### src/source/scheduler_config.svh
`ifndef SCHEDULER_CONFIG_SVH
`define SCHEDULER_CONFIG_SVH

// Hardware threads that share the issue stage
`define SCHED_THREADS 4

// Width of a register number inside the scalar file or the vector file
// The scoreboard holds both files, so it is twice as wide as one file
`define SCHED_REG_INDEX_BITS 3

// Cycles from the issue of an FP operation to its result on the FP writeback port
`define SCHED_FP_ADD_LATENCY 4

`define SCHED_FP_MUL_LATENCY 6

// The divider is the slowest unit and sets the minimum queue length
`define SCHED_FP_DIV_LATENCY 12

// Length in bits of the FP pending queue
// Must be at least as long as the largest FP latency above
`define SCHED_FP_QUEUE_DEPTH 16

`endif

### src/source/scheduler_pkg.sv
`default_nettype none

`include "scheduler_config.svh"

package scheduler_pkg;

	typedef logic [$clog2(`SCHED_THREADS)-1:0] thread_id_t;

	// One bit per hardware thread
	typedef logic [`SCHED_THREADS-1:0] thread_mask_t;

	typedef logic [`SCHED_REG_INDEX_BITS-1:0] reg_index_t;

	// A register reference is read either as its file and index, or as the bit it owns
	// in the scoreboard. Vector registers sit above the scalar ones in the flat view
	typedef union packed {
		struct packed {
			logic       is_vector;
			reg_index_t index;
		} fields;
		logic [`SCHED_REG_INDEX_BITS:0] flat;
	} reg_ref_u;

	// One busy bit per scalar and vector register of a thread
	typedef logic [2 ** (`SCHED_REG_INDEX_BITS + 1) - 1:0] scoreboard_t;

	typedef enum logic [1:0] {
		FP_NONE,
		FP_ADD,
		FP_MUL,
		FP_DIV
	} fp_class_e;

	typedef struct packed {
		logic       has_source0;
		reg_ref_u   source0;
		logic       has_source1;
		reg_ref_u   source1;
		logic       has_destination;
		reg_ref_u   destination;
		fp_class_e  fp_class;
		logic [7:0] opcode;
	} instruction_t;

	// Issue to FP writeback distance of each FP class, zero when the op is not FP
	function automatic int unsigned fp_latency(input fp_class_e fp_class);
		int unsigned latency;
		case (fp_class)
			FP_ADD:  latency = `SCHED_FP_ADD_LATENCY;
			FP_MUL:  latency = `SCHED_FP_MUL_LATENCY;
			FP_DIV:  latency = `SCHED_FP_DIV_LATENCY;
			default: latency = 0;
		endcase
		return latency;
	endfunction

endpackage

`default_nettype wire

### src/source/fp_port_tracker.sv
`timescale 1ns/10ps
`default_nettype none

`include "scheduler_config.svh"

module fp_port_tracker (
	input  wire logic                                              clk,
	input  wire logic                                              reset,
	input  wire scheduler_pkg::instruction_t [`SCHED_THREADS-1:0] instruction,
	input  wire logic                                              grant_valid,
	input  wire scheduler_pkg::thread_id_t                         grant_id,
	output scheduler_pkg::thread_mask_t                            fp_clear
);

	typedef logic [`SCHED_FP_QUEUE_DEPTH-1:0] fp_queue_t;

	// Bit k set means an FP result reaches the writeback port k+1 cycles from now
	fp_queue_t pending_queue;
	fp_queue_t reserve_mask;
	fp_queue_t queue_next;

	// Queue slot that an op of the given class would occupy if issued this cycle
	function automatic fp_queue_t slot_of(input scheduler_pkg::fp_class_e fp_class);
		fp_queue_t slot;
		slot = '0;
		if (fp_class != scheduler_pkg::FP_NONE) begin
			slot[scheduler_pkg::fp_latency(fp_class) - 1] = 1'b1;
		end
		return slot;
	endfunction

	// Integer ops never touch the FP port, so their slot is empty and they always pass
	always_comb begin
		for (int t = 0; t < `SCHED_THREADS; t++) begin
			fp_clear[t] = ~|(slot_of(instruction[t].fp_class) & pending_queue);
		end
	end

	assign reserve_mask = grant_valid ? slot_of(instruction[grant_id].fp_class) : '0;

	// The reservation enters at its latency minus one and then ages with the rest,
	// so that next cycle it is one step closer to the port
	assign queue_next = (pending_queue | reserve_mask) >> 1;

	always_ff @(posedge clk or posedge reset) begin
		if (reset) begin
			pending_queue <= '0;
		end else begin
			pending_queue <= queue_next;
		end
	end

	// A granted FP op must have found its writeback cycle free
	reserved_slot_free: assert property (
		@(posedge clk) disable iff (reset)
		grant_valid |-> ((reserve_mask & pending_queue) == '0)
	) else $error("FP result of thread %0d collides on the writeback port", grant_id);

endmodule

`default_nettype wire

### config.mk
export PLATFORM = sky130hd
export DESIGN_NAME = fp_port_tracker
export DESIGN_NICKNAME = d
export VERILOG_FILES = /design/src/source/scheduler_pkg.sv /design/src/source/fp_port_tracker.sv
export VERILOG_INCLUDE_DIRS = /design/src /design/src/source
export SDC_FILE = /design/constraint.sdc
export NUM_CORES = 1
export LEC_CHECK = 0
export ABC_AREA = 1
export BUFFER_PORTS_ARGS = -buffer_cell sky130_fd_sc_hd__buf_2
export CORE_UTILIZATION = 21
export CTS_CLUSTER_SIZE = 14
export DETAILED_ROUTE_END_ITERATION = 8
export MAX_ROUTING_LAYER = met4
export PLACE_DENSITY = 0.76
export SLEW_MARGIN = 15
export SYNTH_ARGS = -nofsm -noshare
export SYNTH_HDL_FRONTEND = slang
export SYNTH_SLANG_ARGS = --single-unit
### constraint.sdc
create_clock -name clk -period 0.8 [get_ports clk]
set_input_delay 0.12 -clock clk [delete_from_list [all_inputs] [get_ports clk]]
set_output_delay 0.12 -clock clk [all_outputs]
set_load 0.01 [all_outputs]
==> summary.md <==
| Metric | Value |
|---|---|
| Synth warn | `0` |
| Placed inst area | `637 sq um` |
| Final GP Congestion | `about 0.85` |
| CTS tree | `yes` |
| WHS | `0.125 ns` |
| H-tree depth | `1` |
| Highest clock rate | `0.798 GHz` |
| PwrDens | `1750 mW/mm^2` |
| Cell count of the worst reg-to-reg path | `2` |
| Critical path startpoint category | `register` |
| Final Worst Setup Slack | `-0.452 ns` |
| RR Startpoint | `pending_queue[5]` |
| Pin count of the biggest net entering global routing | `13` |
| Diode count | `0` |
| Cell area after layout | `roughly 680 sq um` |
| Share of the synthesized area in the top cell type | `56.3%` |
| Nets | `192` |
| I/O pin cnt | `109` |
| Post-DRT Antenna Nets | `0` |
| Yosys top cell by area | `dfrtp_1` |
| Final Cycle Share | `157%` |
| Status | `finished with violations` |
| Die area | `roughly 0.0027 sq mm` |
| Initial Util | `23.2%` |
| Crit path to | `fp_clear[1]` |
| Worst-Skew Late Latency | `roughly 0.26 ns` |
| Synthesized flop and latch total | `12` |
| Syn Std Cell Area | `~530 sq um` |
| Critical path's largest stage delay | `0.43 ns` |
| Unrepaired setup endpoints after global routing | `yes` |
| Via count of the first global-routing pass | `490` |
| Synth Net Count | `172` |
| Slew Limit Fails | `0` |
| Post-synth top cells | `24 x nand2_1, 12 x dfrtp_1, 8 x inv_1` |
| Primary FF master, synth | `dfrtp_1` |
| Maxcap violations | `0` |
| Min-delay src | `grant_valid` |
| R2R setup slack | `approximately 0.13 ns` |
| Row count | `17` |
| Core Box Area | `0.00230 sq mm` |
| Worst r2r dst | `pending_queue[4]` |
| GRT overflow | `0` |
| Most frequent cell after synthesis | `nand2_1` |
| Failing checks | `setup timing` |
| CTS root buffer | `clkbuf_4` |
| Drt pass-1 iters | `4` |
| CP Cell Sequence | `buf_4 -> o221ai_2 -> buf_2` |
| Final Hold Fails | `0` |
| Global-route wire length before repair | `1960 microns` |
| Worst Skew | `0.00143 ns` |
| TNS Setup | `-1.67 ns` |
| Die width | `about 52 microns` |
| Top reg by flops | `pending_queue` |
| Worst Setup SP | `pending_queue[5]` |
| Largest cells by area after synthesis | `dfrtp_1 56%, nand2_1 17%, nand3_1 6.6%` |
| Vias per inst | `4.26` |
| Detailed placer's ending HPWL | `907 microns` |
| FFs w/ async S/R, synth | `between 90% and 100%` |
| Sequential element share of the synthesized area | `between 50% and 60%` |
| Critical path start-end classification | `register to output pin` |
| CP max stage cell | `dfrtp_1` |
| Biggest regs | `pending_queue (12)` |
| Tot GR Track Use | `10.3%` |
| # DRC | `0` |
| Pleak | `between 0.3 and 0.4 nW` |
| Synth cell types | `14` |
| Synthesis-to-finish area growth | `28.2%` |
| Via count | `481` |
| Max clock buf depth | `2` |
| Setup slack after placement | `-0.192 ns` |
| Peak VDD IR | `between 700 and 800 uV` |
| Core Util, Final | `29.7%` |
| Worst Hold Class | `input port to register` |
| Number of buffers created by CTS | `3` |
| Wirelength per Cell | `a little over 10 microns` |
| Final critical-path required period | `1.25 ns` |
| Max reg flops | `12` |
| Drt initial violations | `3` |
| Post-synth EDFFs | `0` |
| Layout cell share with drive strength beyond 1 | `between 20% and 30%` |
| Synth Area per Inst | `7.96 sq um` |
| Syn Inst Count | `67` |
| Worst EP arrival | `1.13 ns` |
| Die height | `about 52 microns` |
| Initial antenna violation count | `0` |
| Clock Sinks | `12` |
| PortBufs | `16` |
| Clock Pin Slew Worst Setup and Hold Paths | `0.06 ns` |
| Critical path fanouts, max | `5` |
| Critical Path Sink Type | `output pin` |
| Drt total wl | `1150 microns` |
| CP Data Required Time | `0.68 ns` |
| Setup violators final | `4` |
[worst min-delay path by stage]
| stage | to | cells past startpoint |
|---|---|---|
| detailed placement | pending_queue[14] | 2 |
| finish | pending_queue[4] | 3 |
| global placement | pending_queue[4] | 2 |
| CTS | pending_queue[4] | 3 |
| global route | pending_queue[10] | 3 |
| floorplan | pending_queue[10] | 1 |
[layer usage]
metal  wire length [microns]  vias up  track usage, %
met3                      67        0            2.32
met5                       0        -               -
li1                        -      242               -
met4                       0        0            7.46
met2                     595        9            17.1
met1                     489      230            10.6
[critical path: cells and delay by family, from the launching register on]
family,cells,cell delay [ns]
flip-flops,1,0.43
buffers and inverters,2,0.31
AO/OA/AOI/OAI,1,0.13
[per-stage QoR]
stage                     total power, mW  cells
after global routing                 1.28    113
after detailed placement            0.863    108
after global placement              0.857    108
after floorplan                     0.777     67
final                                1.20    113
after CTS                            1.23    113
[placed cells by master (no fill, tap or decap), drive strengths merged]
master	count
a21oi	2
inv	9
dlygate4sd3	1
nand3	7
o21ai	2
nor2	3
dfrtp	12
clkbuf	3
conb	1
o211ai	1
o221ai	1
nor3	1
nand2	25
buf	17
[layout make-up]
| cell class | instances | area, sq um |
|---|---|---|
| multi-input cells | 43 | 194 |
| clock buffers | 3 | 22.5 |
| fillers | 242 | 1610 |
| well taps | 28 | 35.0 |
| flip-flops and latches | 12 | 300 |
| inverters | 9 | 33.8 |
| repair buffers | 18 | 97.6 |
[repair_timing]
item	4_1_cts	5_1_grt
gates cloned	0	0
gates resized for setup	2	0
hold endpoints to repair	12	0
pin swaps	4	2
setup buffers	1	0
hold buffers	1	0
setup endpoints to repair	4	4
[cells by family after synthesis]
family | share of synthesized area [%]
buffers and inverters | 8.45
AOI/OAI and AO/OA | 6.81
and+or+nand+nor | 27.7
DFF | 56.3
other | 0.704
[where the power goes]
group	leakage (nW)	internal (mW)	switching (mW)
logic	0.221	0.0829	0.117
clock network	0.0138	0.173	0.158
registers	0.138	0.647	0.0194
total	0.372	0.903	0.295
No activity file was read; power rests on OpenSTA's default activity.
