[config.mk]
export PLATFORM = sky130hd
export DESIGN_NAME = thread_scoreboard_flat
export DESIGN_NICKNAME = d
export VERILOG_FILES = /design/src/source/scheduler_pkg.sv /design/src/source/writeback_if.sv /design/src/source/thread_scoreboard.sv /design/src/flat_wrapper.sv
export VERILOG_INCLUDE_DIRS = /design/src /design/src/source
export SDC_FILE = /design/constraint.sdc
export NUM_CORES = 1
export LEC_CHECK = 0
export BUFFER_PORTS_ARGS = -buffer_cell sky130_fd_sc_hd__buf_2
export CORE_MARGIN = 5
export CORE_UTILIZATION = 50
export CTS_BUF_LIST = sky130_fd_sc_hd__clkbuf_8
export DETAILED_ROUTE_END_ITERATION = 7
export PLACE_DENSITY = 0.87
export SYNTH_ARGS = -nofsm -noshare
export SYNTH_HDL_FRONTEND = slang
export SYNTH_SLANG_ARGS = --single-unit
[constraint.sdc]
create_clock -name clk -period 4.2 [get_ports clk]
set_input_delay 0.63 -clock clk [delete_from_list [all_inputs] [get_ports clk]]
set_output_delay 0.63 -clock clk [all_outputs]
set_load 0.02 [all_outputs]
[src/source/scheduler_config.svh]
`ifndef SCHEDULER_CONFIG_SVH
`define SCHEDULER_CONFIG_SVH

// Hardware threads that share the issue stage
`define SCHED_THREADS 4

// Width of a register number inside the scalar file or the vector file
// The scoreboard holds both files, so it is twice as wide as one file
`define SCHED_REG_INDEX_BITS 3

// Cycles from the issue of an FP operation to its result on the FP writeback port
`define SCHED_FP_ADD_LATENCY 4

`define SCHED_FP_MUL_LATENCY 6

// The divider is the slowest unit and sets the minimum queue length
`define SCHED_FP_DIV_LATENCY 12

// Length in bits of the FP pending queue
// Must be at least as long as the largest FP latency above
`define SCHED_FP_QUEUE_DEPTH 16

`endif

[src/source/scheduler_pkg.sv]
`default_nettype none

`include "scheduler_config.svh"

package scheduler_pkg;

	typedef logic [$clog2(`SCHED_THREADS)-1:0] thread_id_t;

	// One bit per hardware thread
	typedef logic [`SCHED_THREADS-1:0] thread_mask_t;

	typedef logic [`SCHED_REG_INDEX_BITS-1:0] reg_index_t;

	// A register reference is read either as its file and index, or as the bit it owns
	// in the scoreboard. Vector registers sit above the scalar ones in the flat view
	typedef union packed {
		struct packed {
			logic       is_vector;
			reg_index_t index;
		} fields;
		logic [`SCHED_REG_INDEX_BITS:0] flat;
	} reg_ref_u;

	// One busy bit per scalar and vector register of a thread
	typedef logic [2 ** (`SCHED_REG_INDEX_BITS + 1) - 1:0] scoreboard_t;

	typedef enum logic [1:0] {
		FP_NONE,
		FP_ADD,
		FP_MUL,
		FP_DIV
	} fp_class_e;

	typedef struct packed {
		logic       has_source0;
		reg_ref_u   source0;
		logic       has_source1;
		reg_ref_u   source1;
		logic       has_destination;
		reg_ref_u   destination;
		fp_class_e  fp_class;
		logic [7:0] opcode;
	} instruction_t;

	// Issue to FP writeback distance of each FP class, zero when the op is not FP
	function automatic int unsigned fp_latency(input fp_class_e fp_class);
		int unsigned latency;
		case (fp_class)
			FP_ADD:  latency = `SCHED_FP_ADD_LATENCY;
			FP_MUL:  latency = `SCHED_FP_MUL_LATENCY;
			FP_DIV:  latency = `SCHED_FP_DIV_LATENCY;
			default: latency = 0;
		endcase
		return latency;
	endfunction

endpackage

`default_nettype wire

[src/source/writeback_if.sv]
`timescale 1ns/10ps
`default_nettype none

interface writeback_if;

	// One result leaving writeback, tagged with the thread that owns it
	logic                      valid;
	scheduler_pkg::thread_id_t thread_id;
	scheduler_pkg::reg_ref_u   register;

	// High when the written thread is also the one granted this cycle
	logic                      set_collide;

	modport source (
		output valid,
		output thread_id,
		output register,
		output set_collide
	);

	modport sink (
		input valid,
		input thread_id,
		input register,
		input set_collide
	);

endinterface

`default_nettype wire

[src/source/thread_scoreboard.sv]
`timescale 1ns/10ps
`default_nettype none

module thread_scoreboard (
	input  wire logic                        clk,
	input  wire logic                        reset,
	input  wire scheduler_pkg::thread_id_t   thread_id,
	input  wire scheduler_pkg::instruction_t instruction,
	input  wire logic                        granted,
	writeback_if.sink                        wb,
	output logic                             hazard_free,
	output scheduler_pkg::scoreboard_t       destination_mask,
	output logic                             busy
);

	scheduler_pkg::scoreboard_t busy_bits;
	scheduler_pkg::scoreboard_t source_mask;
	scheduler_pkg::scoreboard_t set_mask;
	scheduler_pkg::scoreboard_t clear_mask;
	logic                       wb_hit;

	// Both source operands share one mask, since either of them alone is a RAW hazard
	always_comb begin
		source_mask = '0;
		destination_mask = '0;
		if (instruction.has_source0) begin
			source_mask[instruction.source0.flat] = 1'b1;
		end
		if (instruction.has_source1) begin
			source_mask[instruction.source1.flat] = 1'b1;
		end
		if (instruction.has_destination) begin
			destination_mask[instruction.destination.flat] = 1'b1;
		end
	end

	// A busy source is a RAW hazard and a busy destination a WAW hazard
	assign hazard_free = ~|((source_mask | destination_mask) & busy_bits);

	assign set_mask = granted ? destination_mask : '0;

	// Only results of this thread free registers here
	assign wb_hit = wb.valid && (wb.thread_id == thread_id);

	always_comb begin
		clear_mask = '0;
		if (wb_hit) begin
			clear_mask[wb.register.flat] = 1'b1;
		end
		// A result that lands on the register being reserved this cycle leaves it busy
		if (wb.set_collide) begin
			clear_mask = clear_mask & ~set_mask;
		end
	end

	always_ff @(posedge clk or posedge reset) begin
		if (reset) begin
			busy_bits <= '0;
		end else begin
			busy_bits <= (busy_bits | set_mask) & ~clear_mask;
		end
	end

	assign busy = |busy_bits;

	// The arbiter must only grant this thread when its destination is free
	set_on_free_bit: assert property (
		@(posedge clk) disable iff (reset)
		granted |-> ((set_mask & busy_bits) == '0)
	) else $error("thread %0d reserved a register that is already busy", thread_id);

endmodule

`default_nettype wire

[src/flat_wrapper.sv]
// flat-port wrapper written by rule: the top's interface ports become plain ports
module thread_scoreboard_flat 
  (clk, reset, thread_id, instruction, granted, hazard_free, destination_mask, busy, wb_valid, wb_thread_id, wb_register, wb_set_collide);
  writeback_if wb_i ();
  input  wire logic clk;
  input  wire logic reset;
  input  wire scheduler_pkg::thread_id_t thread_id;
  input  wire scheduler_pkg::instruction_t instruction;
  input  wire logic granted;
  output logic hazard_free;
  output scheduler_pkg::scoreboard_t destination_mask;
  output logic busy;
  input wire logic [$bits(wb_i.valid)-1:0] wb_valid;
  input wire logic [$bits(wb_i.thread_id)-1:0] wb_thread_id;
  input wire logic [$bits(wb_i.register)-1:0] wb_register;
  input wire logic [$bits(wb_i.set_collide)-1:0] wb_set_collide;
  assign wb_i.valid = wb_valid;
  assign wb_i.thread_id = wb_thread_id;
  assign wb_i.register = wb_register;
  assign wb_i.set_collide = wb_set_collide;
  thread_scoreboard u_core (.clk(clk), .reset(reset), .thread_id(thread_id), .instruction(instruction), .granted(granted), .wb(wb_i), .hazard_free(hazard_free), .destination_mask(destination_mask), .busy(busy));
endmodule
==> results of run 1 <==
[cell usage after synthesis (3+ instances only)]
| cell | instances |
|---|---|
| a21oi_1 | 5 |
| a22oi_1 | 3 |
| and3_1 | 4 |
| buf_2 | 3 |
| dfrtp_1 | 16 |
| mux2i_1 | 6 |
| nand2_1 | 16 |
| nand2b_1 | 6 |
| nand3_1 | 11 |
| nand3b_1 | 4 |
| nand4_1 | 3 |
| nand4b_1 | 3 |
| nor2_1 | 35 |
| nor2b_1 | 4 |
| nor3_1 | 4 |
| nor3b_1 | 3 |
| nor4_1 | 6 |
| o21ai_0 | 18 |
| o21ai_1 | 3 |
| o31ai_1 | 13 |
| or2_2 | 3 |
| or3_1 | 3 |
[area by class of cell]
type | instances | area [sq um] | share of cell area (%)
multi-input cells | 184 | 1100 | 59.7
clock buffers | 4 | 55.1 | 2.99
inverters | 2 | 7.51 | 0.407
repair buffers | 45 | 225 | 12.2
flip-flops and latches | 16 | 400 | 21.7
well taps | 44 | 55.1 | 2.99
[layer usage]
metal	wire length (microns)	vias to the layer above	GRT usage [%]	part of all wire (%)
li1	-	874	-	-
met1	1950	816	31.4	41
met2	2180	126	36.9	45
met3	537	16	1.54	11
met4	147	0	12.2	3.1
met5	0	-	0	0
[power groups by stage]
stage / combinational (mW) / clock [mW] / sequential [mW]
after floorplan: 0.124 / 0 / 0.232
final: 0.173 / 0.136 / 0.268
after global routing: 0.193 / 0.149 / 0.270
after detailed placement: 0.170 / 0 / 0.266
after CTS: 0.171 / 0.139 / 0.264
after global placement: 0.165 / 0 / 0.267
[critical path: stages]
cell	delay, ns
buf_2	0.17
nand3_1	0.27
nor2_1	0.09
a22oi_1	0.29
nand4_1	0.13
nor3_1	0.17
and4_1	0.19
buf_2	0.17
[cells by family (layout without fill, tap and decap cells)]
family	Yosys count	after routing	synth area share, %
flip-flops	16	16	25.8
buffers and inverters	9	51	3.38
AO/OA/AOI/OAI	55	55	23.1
multiplexers	7	7	4.59
XOR/XNOR	2	2	1.13
AND/OR/NAND/NOR	120	120	42.0
[per-stage QoR]
step                      instance area, sq um  hold slack, ns
after detailed placement                  1790           0.588
after global placement                    1790           0.584
final                                     1840           0.433
after floorplan                           1550           0.515
after global routing                      1840           0.485
after CTS                                 1840           0.451
[how the worst min path moves through the flow]
stage | to | slack, ns | cells after the start | startpoint
floorplan | u_core.busy_bits[3] | 0.51 | 2 | u_core.busy_bits[3]
global placement | u_core.busy_bits[1] | 0.58 | 2 | u_core.busy_bits[1]
detailed placement | u_core.busy_bits[1] | 0.59 | 2 | u_core.busy_bits[1]
CTS | u_core.busy_bits[7] | 0.45 | 2 | reset
global route | u_core.busy_bits[5] | 0.48 | 2 | reset
finish | u_core.busy_bits[4] | 0.43 | 2 | reset
==> results.md, run 1 <==
- Core box area: between 3000 and 4000 sq um
- Worst path arrival time: 2.11 ns
- Top reg by flops: u_core.busy_bits
- Antenna violation net count after detailed routing: 0
- Chip Width: between 60 and 70 microns
- Vias in the first global route: between 1500 and 2000
- DRT iter0 DRCs: 188
- Count of final setup violators: 0
- Largest net degree at the start of global routing: 17
- Critical path endpoint category: primary output
- Setup ws final: 1.46 ns
- Post-Syn Area: 1550 sq um
- Drt pass-1 iters: 7
- GRT Resource Usage Total: 23.3%
- Crit Path Max Fanout: 11
- Final core occ: 60.9%
- CP endpoint: hazard_free
- Rows: 20
- Mean Syn Cell Area: 7.44 sq um
- Drt drc: 0
- Die height: 65.8 microns
- Layout net count: 290
- Synth Warn #: 0
- H-tree levels: 1
- Max rail drop VDD: 0.000248 V
- Num CTS Buffers: 3
- Library cells used by synthesis: 49
- Slew @ Worst Pin: 0.592 ns
- Initial Util: 51.3%
- Commonest non-fill, non-tap cells in the layout: 45 x buf_2, 35 x nor2_1, 18 x o21ai_0
- Final critical-path share of the clock period: 65.3%
- Final Hold Viols: 0
- Clk_skew: 0 ns
- GP Congestion: 0.919
- Sequential share of the synthesized area: 25.8%
- CTS Sinks: 16
- Avg WL per Cell: 16.3 microns
- Full die area: 4320 sq um
- Clock buffer depth: 2
- Final WL: 4.81 mm
- Psw: 0.222 mW
- Post-synth EDFFs: 0
- Vias per Instance: slightly above 6
- R2R Setup Slk: between 3 and 4 ns
- Yosys top cell area share: 25.8%
- Layout cells sized above 1: a little under a quarter
- Worst slack, placed: between 1 and 1.5 ns
- Via Count: ~1800
- Hpwl dp: 3.63 mm
- Worst Path Required: about 3.6 ns
- Int Power: between 0.3 and 0.4 mW
- # IOs: 56
- Fillers: 289
- Leakage power: just under 0.8 nW
- Clock share of power: 23.5%
- Final Power: 0.577 mW
- Asr flop ratio synth: 100%
- Worst reg-to-reg path cell count: 2
- Largest cells by area after synthesis: dfrtp_1 26%, nor2_1 8.5%, o31ai_1 6.3%
- RR Startpoint: u_core.busy_bits[15]
- Placed cells: 291
- GRT Residual Overflow: 0
- R2R Path End: u_core.busy_bits[15]
- Sequential Power Share: 46.5%
- FMAX: about 0.36 GHz
- Switching power share of the total: 38.5%
- Root buffer cell: clkbuf_8
- CTS clk-pin slew, worst paths: 0.06 ns
- Startpoint Class: input port
- CP startpoint: instruction[13]
- Combinational share of power: 30.0%
- First-pass GRT wire length: 7.79 mm
- Pwr Density: 313 nW/um^2
- Status: finished clean
- Setup TNS: 0 ns
- Post-CTS sizing: 0
- Initial antenna violation count: 0
- Yosys top cell by area: dfrtp_1
- Unrepaired setup endpoints after global routing: false
- TritonCTS clock tree: built
- WS Path Type: input port to primary output
- Largest registers: u_core.busy_bits x16
- Final slew viol count: 0
- Dominant synthesized flop cell: dfrtp_1
- Commonest non-fill, non-tap cell in the layout: buf_2
- Min-Delay Path Class: input port to asynchronous set/reset pin
- Max FFs per register: 16
- Cell count after synthesis: 209
- Worst-Skew Late Latency: 0.25 ns
- Max-cap violations: 0
- Layout area overhead: 18.7%
- Hold-fix buffers, CTS: 0
- Tmin final: 2.74 ns
- Postcts setup bufs: 0
- Antenna cell count: 0
- Synth Net Count: 247
- Slew Limit Headroom: 60.5%
- I/O Buffers: 45
- Final std cells w/o fill: ~300
- Register bit total from synthesis: 16
Note: power is estimated with default switching activity, not from simulation.
==> inputs of run 2 (changes only) <==
--- a/config.mk
+++ b/config.mk
@@ -8,10 +8,10 @@
 export LEC_CHECK = 0
 export BUFFER_PORTS_ARGS = -buffer_cell sky130_fd_sc_hd__buf_2
 export CORE_MARGIN = 5
-export CORE_UTILIZATION = 50
+export CORE_UTILIZATION = 47
 export CTS_BUF_LIST = sky130_fd_sc_hd__clkbuf_8
 export DETAILED_ROUTE_END_ITERATION = 7
-export PLACE_DENSITY = 0.87
+export PLACE_DENSITY = 0.86
 export SYNTH_ARGS = -nofsm -noshare
 export SYNTH_HDL_FRONTEND = slang
 export SYNTH_SLANG_ARGS = --single-unit
==> constraint.sdc (replaced) <==
create_clock -name clk -period 2.5 [get_ports clk]
set_input_delay 0.375 -clock clk [delete_from_list [all_inputs] [get_ports clk]]
set_output_delay 0.375 -clock clk [all_outputs]
set_load 0.02 [all_outputs]
==> results.md, run 2 (synthesized netlist as in run 1, its figures left out) <==
- Status: finished clean
- Layout area overhead: 20.1%
- Hpwl dp: 3.89 mm (+7.2%)
- Hold-fix buffers, CTS: 0 (unchanged)
- Slew @ Worst Pin: 0.639 ns (+0.0466 ns)
- Slew Limit Headroom: 57.4% (-3.1 points)
- Sequential Power Share: 45.9% (-0.6 points)
- Final Hold Viols: 0 (unchanged)
- CP startpoint: instruction[10]
- Fillers: 326 (+13%)
- Max FFs per register: 16 (unchanged)
- Clock share of power: 23.6% (about the same)
- Initial antenna violation count: 0 (unchanged)
- Largest net degree at the start of global routing: 17 (unchanged)
- Commonest non-fill, non-tap cell in the layout: buf_2
- Pwr Density: 522 nW/um^2 (+67%)
- Tmin final: 2.33 ns
- Placed cells: 294 (+1.0%)
- Largest registers: u_core.busy_bits x16
- RR Startpoint: u_core.busy_bits[15]
- First-pass GRT wire length: 8.00 mm (+2.7%)
- WS Path Type: input port to primary output
- Final WL: 5.07 mm (+5.4%)
- Core box area: 3100 sq um (+2.5%)
- Setup TNS: 0 ns (unchanged)
- Root buffer cell: clkbuf_8
- Max-cap violations: 0 (unchanged)
- Combinational share of power: 30.5% (+0.5 points)
- GRT Resource Usage Total: 23.2% (-0.12 points)
- GP Congestion: 0.966 (+5.1%)
- Worst reg-to-reg path cell count: 2 (unchanged)
- Register area: 400 sq um (unchanged)
- Vias in the first global route: 1696 (+4.9%)
- Max rail drop VDD: 0.000511 V (+110%)
- Int Power: 0.598 mW (+69%)
- Worst path arrival time: 1.96 ns (-0.15 ns)
- H-tree levels: 1 (unchanged)
- Crit Path Max Fanout: 12 (+1)
- Multi-input logic area: 1100 sq um (unchanged)
- Final slew viol count: 0 (unchanged)
- Clk_skew: 0 ns (unchanged)
- Layout cells sized above 1: 23.6% (+0.91 points)
- Layout net count: 293 (+1.0%)
- Critical path endpoint category: primary output
- Full die area: 4560 sq um (+5.4%)
- Worst-Skew Late Latency: 0.25 ns (about the same)
- Antenna cell count: 0 (unchanged)
- Post-CTS sizing: 0 (unchanged)
- Final std cells w/o fill: 298 (+1.0%)
- Commonest non-fill, non-tap cells in the layout: 45 x buf_2, 35 x nor2_1, 18 x o21ai_0
- R2R Path End: u_core.busy_bits[15]
- Drt pass-1 iters: 5 (-2)
- Initial Util: 50.1% (-1.2 points)
- Min-Delay Path Class: input port to asynchronous set/reset pin
- Leakage power: 0.782 nW (+1.7%)
- Unrepaired setup endpoints after global routing: false
- Clock buffer depth: 2 (unchanged)
- Top reg by flops: u_core.busy_bits
- R2R Setup Slk: 1.64 ns (-1.68 ns)
- Drt drc: 0 (unchanged)
- Via Count: 1879 (+2.6%)
- CTS clk-pin slew, worst paths: 0.06 ns (about the same)
- Postcts setup bufs: 0 (unchanged)
- Num CTS Buffers: 3 (unchanged)
- Antenna violation net count after detailed routing: 0 (unchanged)
- I/O Buffers: 45 (unchanged)
- # IOs: 56 (unchanged)
- Count of final setup violators: 0 (unchanged)
- Worst Path Required: 2.12 ns (-1.45 ns)
- Vias per Instance: 6.31 (+1.5%)
- Switching power share of the total: 38.6% (+0.091 points)
- FMAX: 0.429 GHz
- Avg WL per Cell: 17.0 microns (+4.3%)
- DRT iter0 DRCs: 224 (+19%)
- Startpoint Class: input port
- TritonCTS clock tree: built
- Psw: 0.376 mW (+69%)
- GRT Residual Overflow: 0 (unchanged)
- CTS Sinks: 16 (unchanged)
- Rows: 20 (unchanged)
- Final critical-path share of the clock period: just over 90%
- Chip Width: 67.5 microns (+2.7%)
- Die height: 67.5 microns (+2.7%)
[run 2: power groups by stage]
| stage | sequential [mW] | combinational [mW] | clock [mW] |
|---|---|---|---|
| floorplan | 0.391 | 0.209 | 0 |
| global placement | 0.445 | 0.280 | 0 |
| detailed placement | 0.443 | 0.291 | 0 |
| CTS | 0.438 | 0.293 | 0.232 |
| global route | 0.448 | 0.331 | 0.246 |
| finish | 0.447 | 0.297 | 0.230 |
[run 2: final cells by class]
class | count | area share [%]
Sequential cell | 16 | 21.4
Multi-Input combinational cell | 184 | 59.0
Tap cell | 44 | 2.95
Inverter | 2 | 0.402
Clock buffer | 4 | 2.95
Timing Repair Buffer | 48 | 13.3
[run 2: worst max-delay path by stage]
stage | end | slack, ns | cells after the start
after floorplan | hazard_free | 0.54 | 7
after global placement | hazard_free | 0.28 | 8
after detailed placement | hazard_free | 0.20 | 8
after CTS | hazard_free | 0.19 | 8
after global routing | hazard_free | 0.04 | 8
final | hazard_free | 0.17 | 8
[run 2: per-layer routing]
metal	routed length [microns]	part of all wire [%]	vias up	track usage, %
li1	-	-	877	-
met4	89	1.8	0	8.10
met5	0	0	-	0
met1	2080	41	895	31.0
met3	489	9.6	10	3.83
met2	2410	48	97	37.4
[run 2: critical path: stages]
cell	delay, ns
buf_2	0.16
or2b_1	0.32
nor3_1	0.10
nor4_1	0.34
nand3_1	0.12
nor3_1	0.17
and4_1	0.21
buf_2	0.17
[run 2: stage by stage]
stage	util (%)	total power, mW	cell area (sq um)	hold WS, ns	worst slack, ns
after floorplan	-	0.600	1550	0.289	0.541
after global placement	58.4	0.725	1810	0.473	0.277
after detailed placement	58.4	0.734	1810	0.479	0.198
after CTS	60.2	0.963	1870	0.210	0.190
after global routing	60.2	1.03	1870	0.241	0.0435
final	60.2	0.974	1870	0.197	0.166
==> inputs of run 3 (changes only) <==
--- a/config.mk
+++ b/config.mk
@@ -6,7 +6,7 @@
 export SDC_FILE = /design/constraint.sdc
 export NUM_CORES = 1
 export LEC_CHECK = 0
-export BUFFER_PORTS_ARGS = -buffer_cell sky130_fd_sc_hd__buf_2
+export BUFFER_PORTS_ARGS = -buffer_cell sky130_fd_sc_hd__buf_4
 export CORE_MARGIN = 5
 export CORE_UTILIZATION = 47
 export CTS_BUF_LIST = sky130_fd_sc_hd__clkbuf_8
==> results.md, run 3 (synthesized netlist as in run 1, its figures left out) <==
- Leakage power: 0.813 nW (+3.9%)
- Final Hold Viols: 0 (unchanged)
- Startpoint Class: flop
- Post-CTS sizing: 0 (unchanged)
- Commonest non-fill, non-tap cells in the layout: 49 x buf_4, 35 x nor2_1, 18 x o21ai_0
- Max rail drop VDD: 0.000574 V (+12%)
- Final slew viol count: 0 (unchanged)
- Root buffer cell: clkbuf_8
- Die height: 67.5 microns (unchanged)
- Full die area: 4560 sq um (unchanged)
- Drt drc: 0 (unchanged)
- Antenna cell count: 0 (unchanged)
- H-tree levels: 1 (unchanged)
- Commonest non-fill, non-tap cell in the layout: buf_4
- Crit path max-delay cell type: dfrtp_1
- Final core occ: 64.0% (+3.9 points)
- Setup TNS: 0 ns (unchanged)
- WS Path Type: flop to primary output
- Clk_skew: 0 ns (unchanged)
- Num CTS Buffers: 3 (unchanged)
- Layout area overhead: 27.9%
- Worst Path Required: 2.12 ns (about the same)
- Vias per Instance: 6.25 (-0.92%)
- Vias in the first global route: 1660 (-2.1%)
- Worst slack, placed: 0.295 ns (+0.0975 ns)
- Hpwl dp: 3.77 mm (-3.2%)
- TritonCTS clock tree: built
- CTS clk-pin slew, worst paths: 0.06 ns (about the same)
- Rows: 20 (unchanged)
- Multi-input logic area: 1100 sq um (unchanged)
- Most common cell on crit path: nor4_1
- Final critical-path share of the clock period: 89.9% (-3.5 points)
- Initial Util: 50.1% (unchanged)
- Top reg by flops: u_core.busy_bits
- Final std cells w/o fill: 299 (+0.34%)
- Worst-Skew Late Latency: 0.25 ns (about the same)
- GRT Resource Usage Total: 21.8% (-1.4 points)
- Core box area: 3100 sq um (unchanged)
- Final WL: 4.90 mm (-3.4%)
- Max incr delay on CP: 0.47 ns (+0.13 ns)
- # IOs: 56 (unchanged)
- Initial antenna violation count: 0 (unchanged)
- Placed cells: 295 (+0.34%)
- FMAX: 0.445 GHz (+3.9%)
- Fillers: 288 (-12%)
- I/O Buffers: 45 (unchanged)
- Unrepaired setup endpoints after global routing: false
- Slew Limit Headroom: 59.0% (+1.6 points)
- GP Congestion: 0.985 (+1.9%)
- GRT Residual Overflow: 0 (unchanged)
- Worst path arrival time: 1.87 ns (-0.09 ns)
- Min-Delay Path Class: input port to asynchronous set/reset pin
- Largest net degree at the start of global routing: 17 (unchanged)
- Tmin final: 2.25 ns (-0.0867 ns)
- Drt pass-1 iters: 6 (+1)
- Chip Width: 67.5 microns (unchanged)
- Fin Hold WS: 0.201 ns (+0.00459 ns)
- Cell Chain, Critical Path: mux2i_1 -> nor4_1 -> nor4_1 -> nand3_1 -> nor3_1 -> and4_1 -> buf_4
- Pwr Density: 496 nW/um^2 (-5.0%)
- Crit Path Max Fanout: 5 (-7)
- Status: finished clean
- Layout net count: 294 (+0.34%)
- Largest registers: u_core.busy_bits x16
- CTS Sinks: 16 (unchanged)
- Avg WL per Cell: 16.4 microns (-3.7%)
- Via Count: 1868 (-0.59%)
- Placed Area: 1930 sq um (+6.6%)
- DRT iter0 DRCs: 202 (-9.8%)
- Final Power: 0.985 mW (+1.2%)
- Register area: 400 sq um (unchanged)
- Layout cells sized above 1: 23.9% (+0.30 points)
- Antenna violation net count after detailed routing: 0 (unchanged)
- Critical path endpoint category: primary output
- Setup ws final: 0.253 ns (+0.0867 ns)
- Count of final setup violators: 0 (unchanged)
- Hold-fix buffers, CTS: 0 (unchanged)
- Postcts setup bufs: 0 (unchanged)
- Post-route cell area: 1990 sq um (+6.4%)
- WP buf/inv: 1 (-1)
- Max-cap violations: 0 (unchanged)
- First-pass GRT wire length: 7.65 mm (-4.4%)
- Slew @ Worst Pin: 0.614 ns (-0.0242 ns)
- Clock buffer depth: 2 (unchanged)
- Max FFs per register: 16 (unchanged)
- Cell family with most CP delay: simple AND/OR/NAND/NOR gates
==> run 3: cell count changes in the layout (fill, tap and decap cells not counted), sizes merged <==
| cell | before | now |
|---|---|---|
| buf | 48 | 49 |
==> run 3: final timing paths <==
kind | startpoint | end | slack, ns | cells past startpoint
min reg2reg | u_core.busy_bits[1] | u_core.busy_bits[1] | 0.60 | 2
max in group asynchronous | reset | u_core.busy_bits[3] | 1.90 | 2
max | u_core.busy_bits[6] | hazard_free | 0.25 | 7
max reg2reg | u_core.busy_bits[15] | u_core.busy_bits[15] | 1.65 | 2
min in group clk | wb_register[1] | u_core.busy_bits[12] | 0.41 | 3
min | reset | u_core.busy_bits[7] | 0.20 | 2
==> run 3: layout make-up <==
cell class              instances  share of cell area [%]
repair buffers                 49                    18.5
well taps                      44                    2.77
inverters                       2                   0.378
multi-input cells             184                    55.4
clock buffers                   4                    2.77
flip-flops and latches         16                    20.2
==> run 3: power breakdown <==
part	switching [mW]	internal, mW
logic	0.161	0.150
clock network	0.0878	0.140
registers	0.119	0.327
total	0.368	0.617
==> run 3: metal layers <==
metal / vias up / GRT usage (%) / part of all wire, %
li1: 882 / - / -
met4: 0 / 7.34 / 2.9
met5: - / 0 / 0
met3: 18 / 4.66 / 12
met2: 107 / 34.9 / 46
met1: 861 / 29.0 / 39
==> run 3: worst reg2reg max path, cell delays in order, from the launching register on <==
cell and delay (ns):
dfrtp_1 0.46, o32ai_1 0.14, o21ai_0 0.12
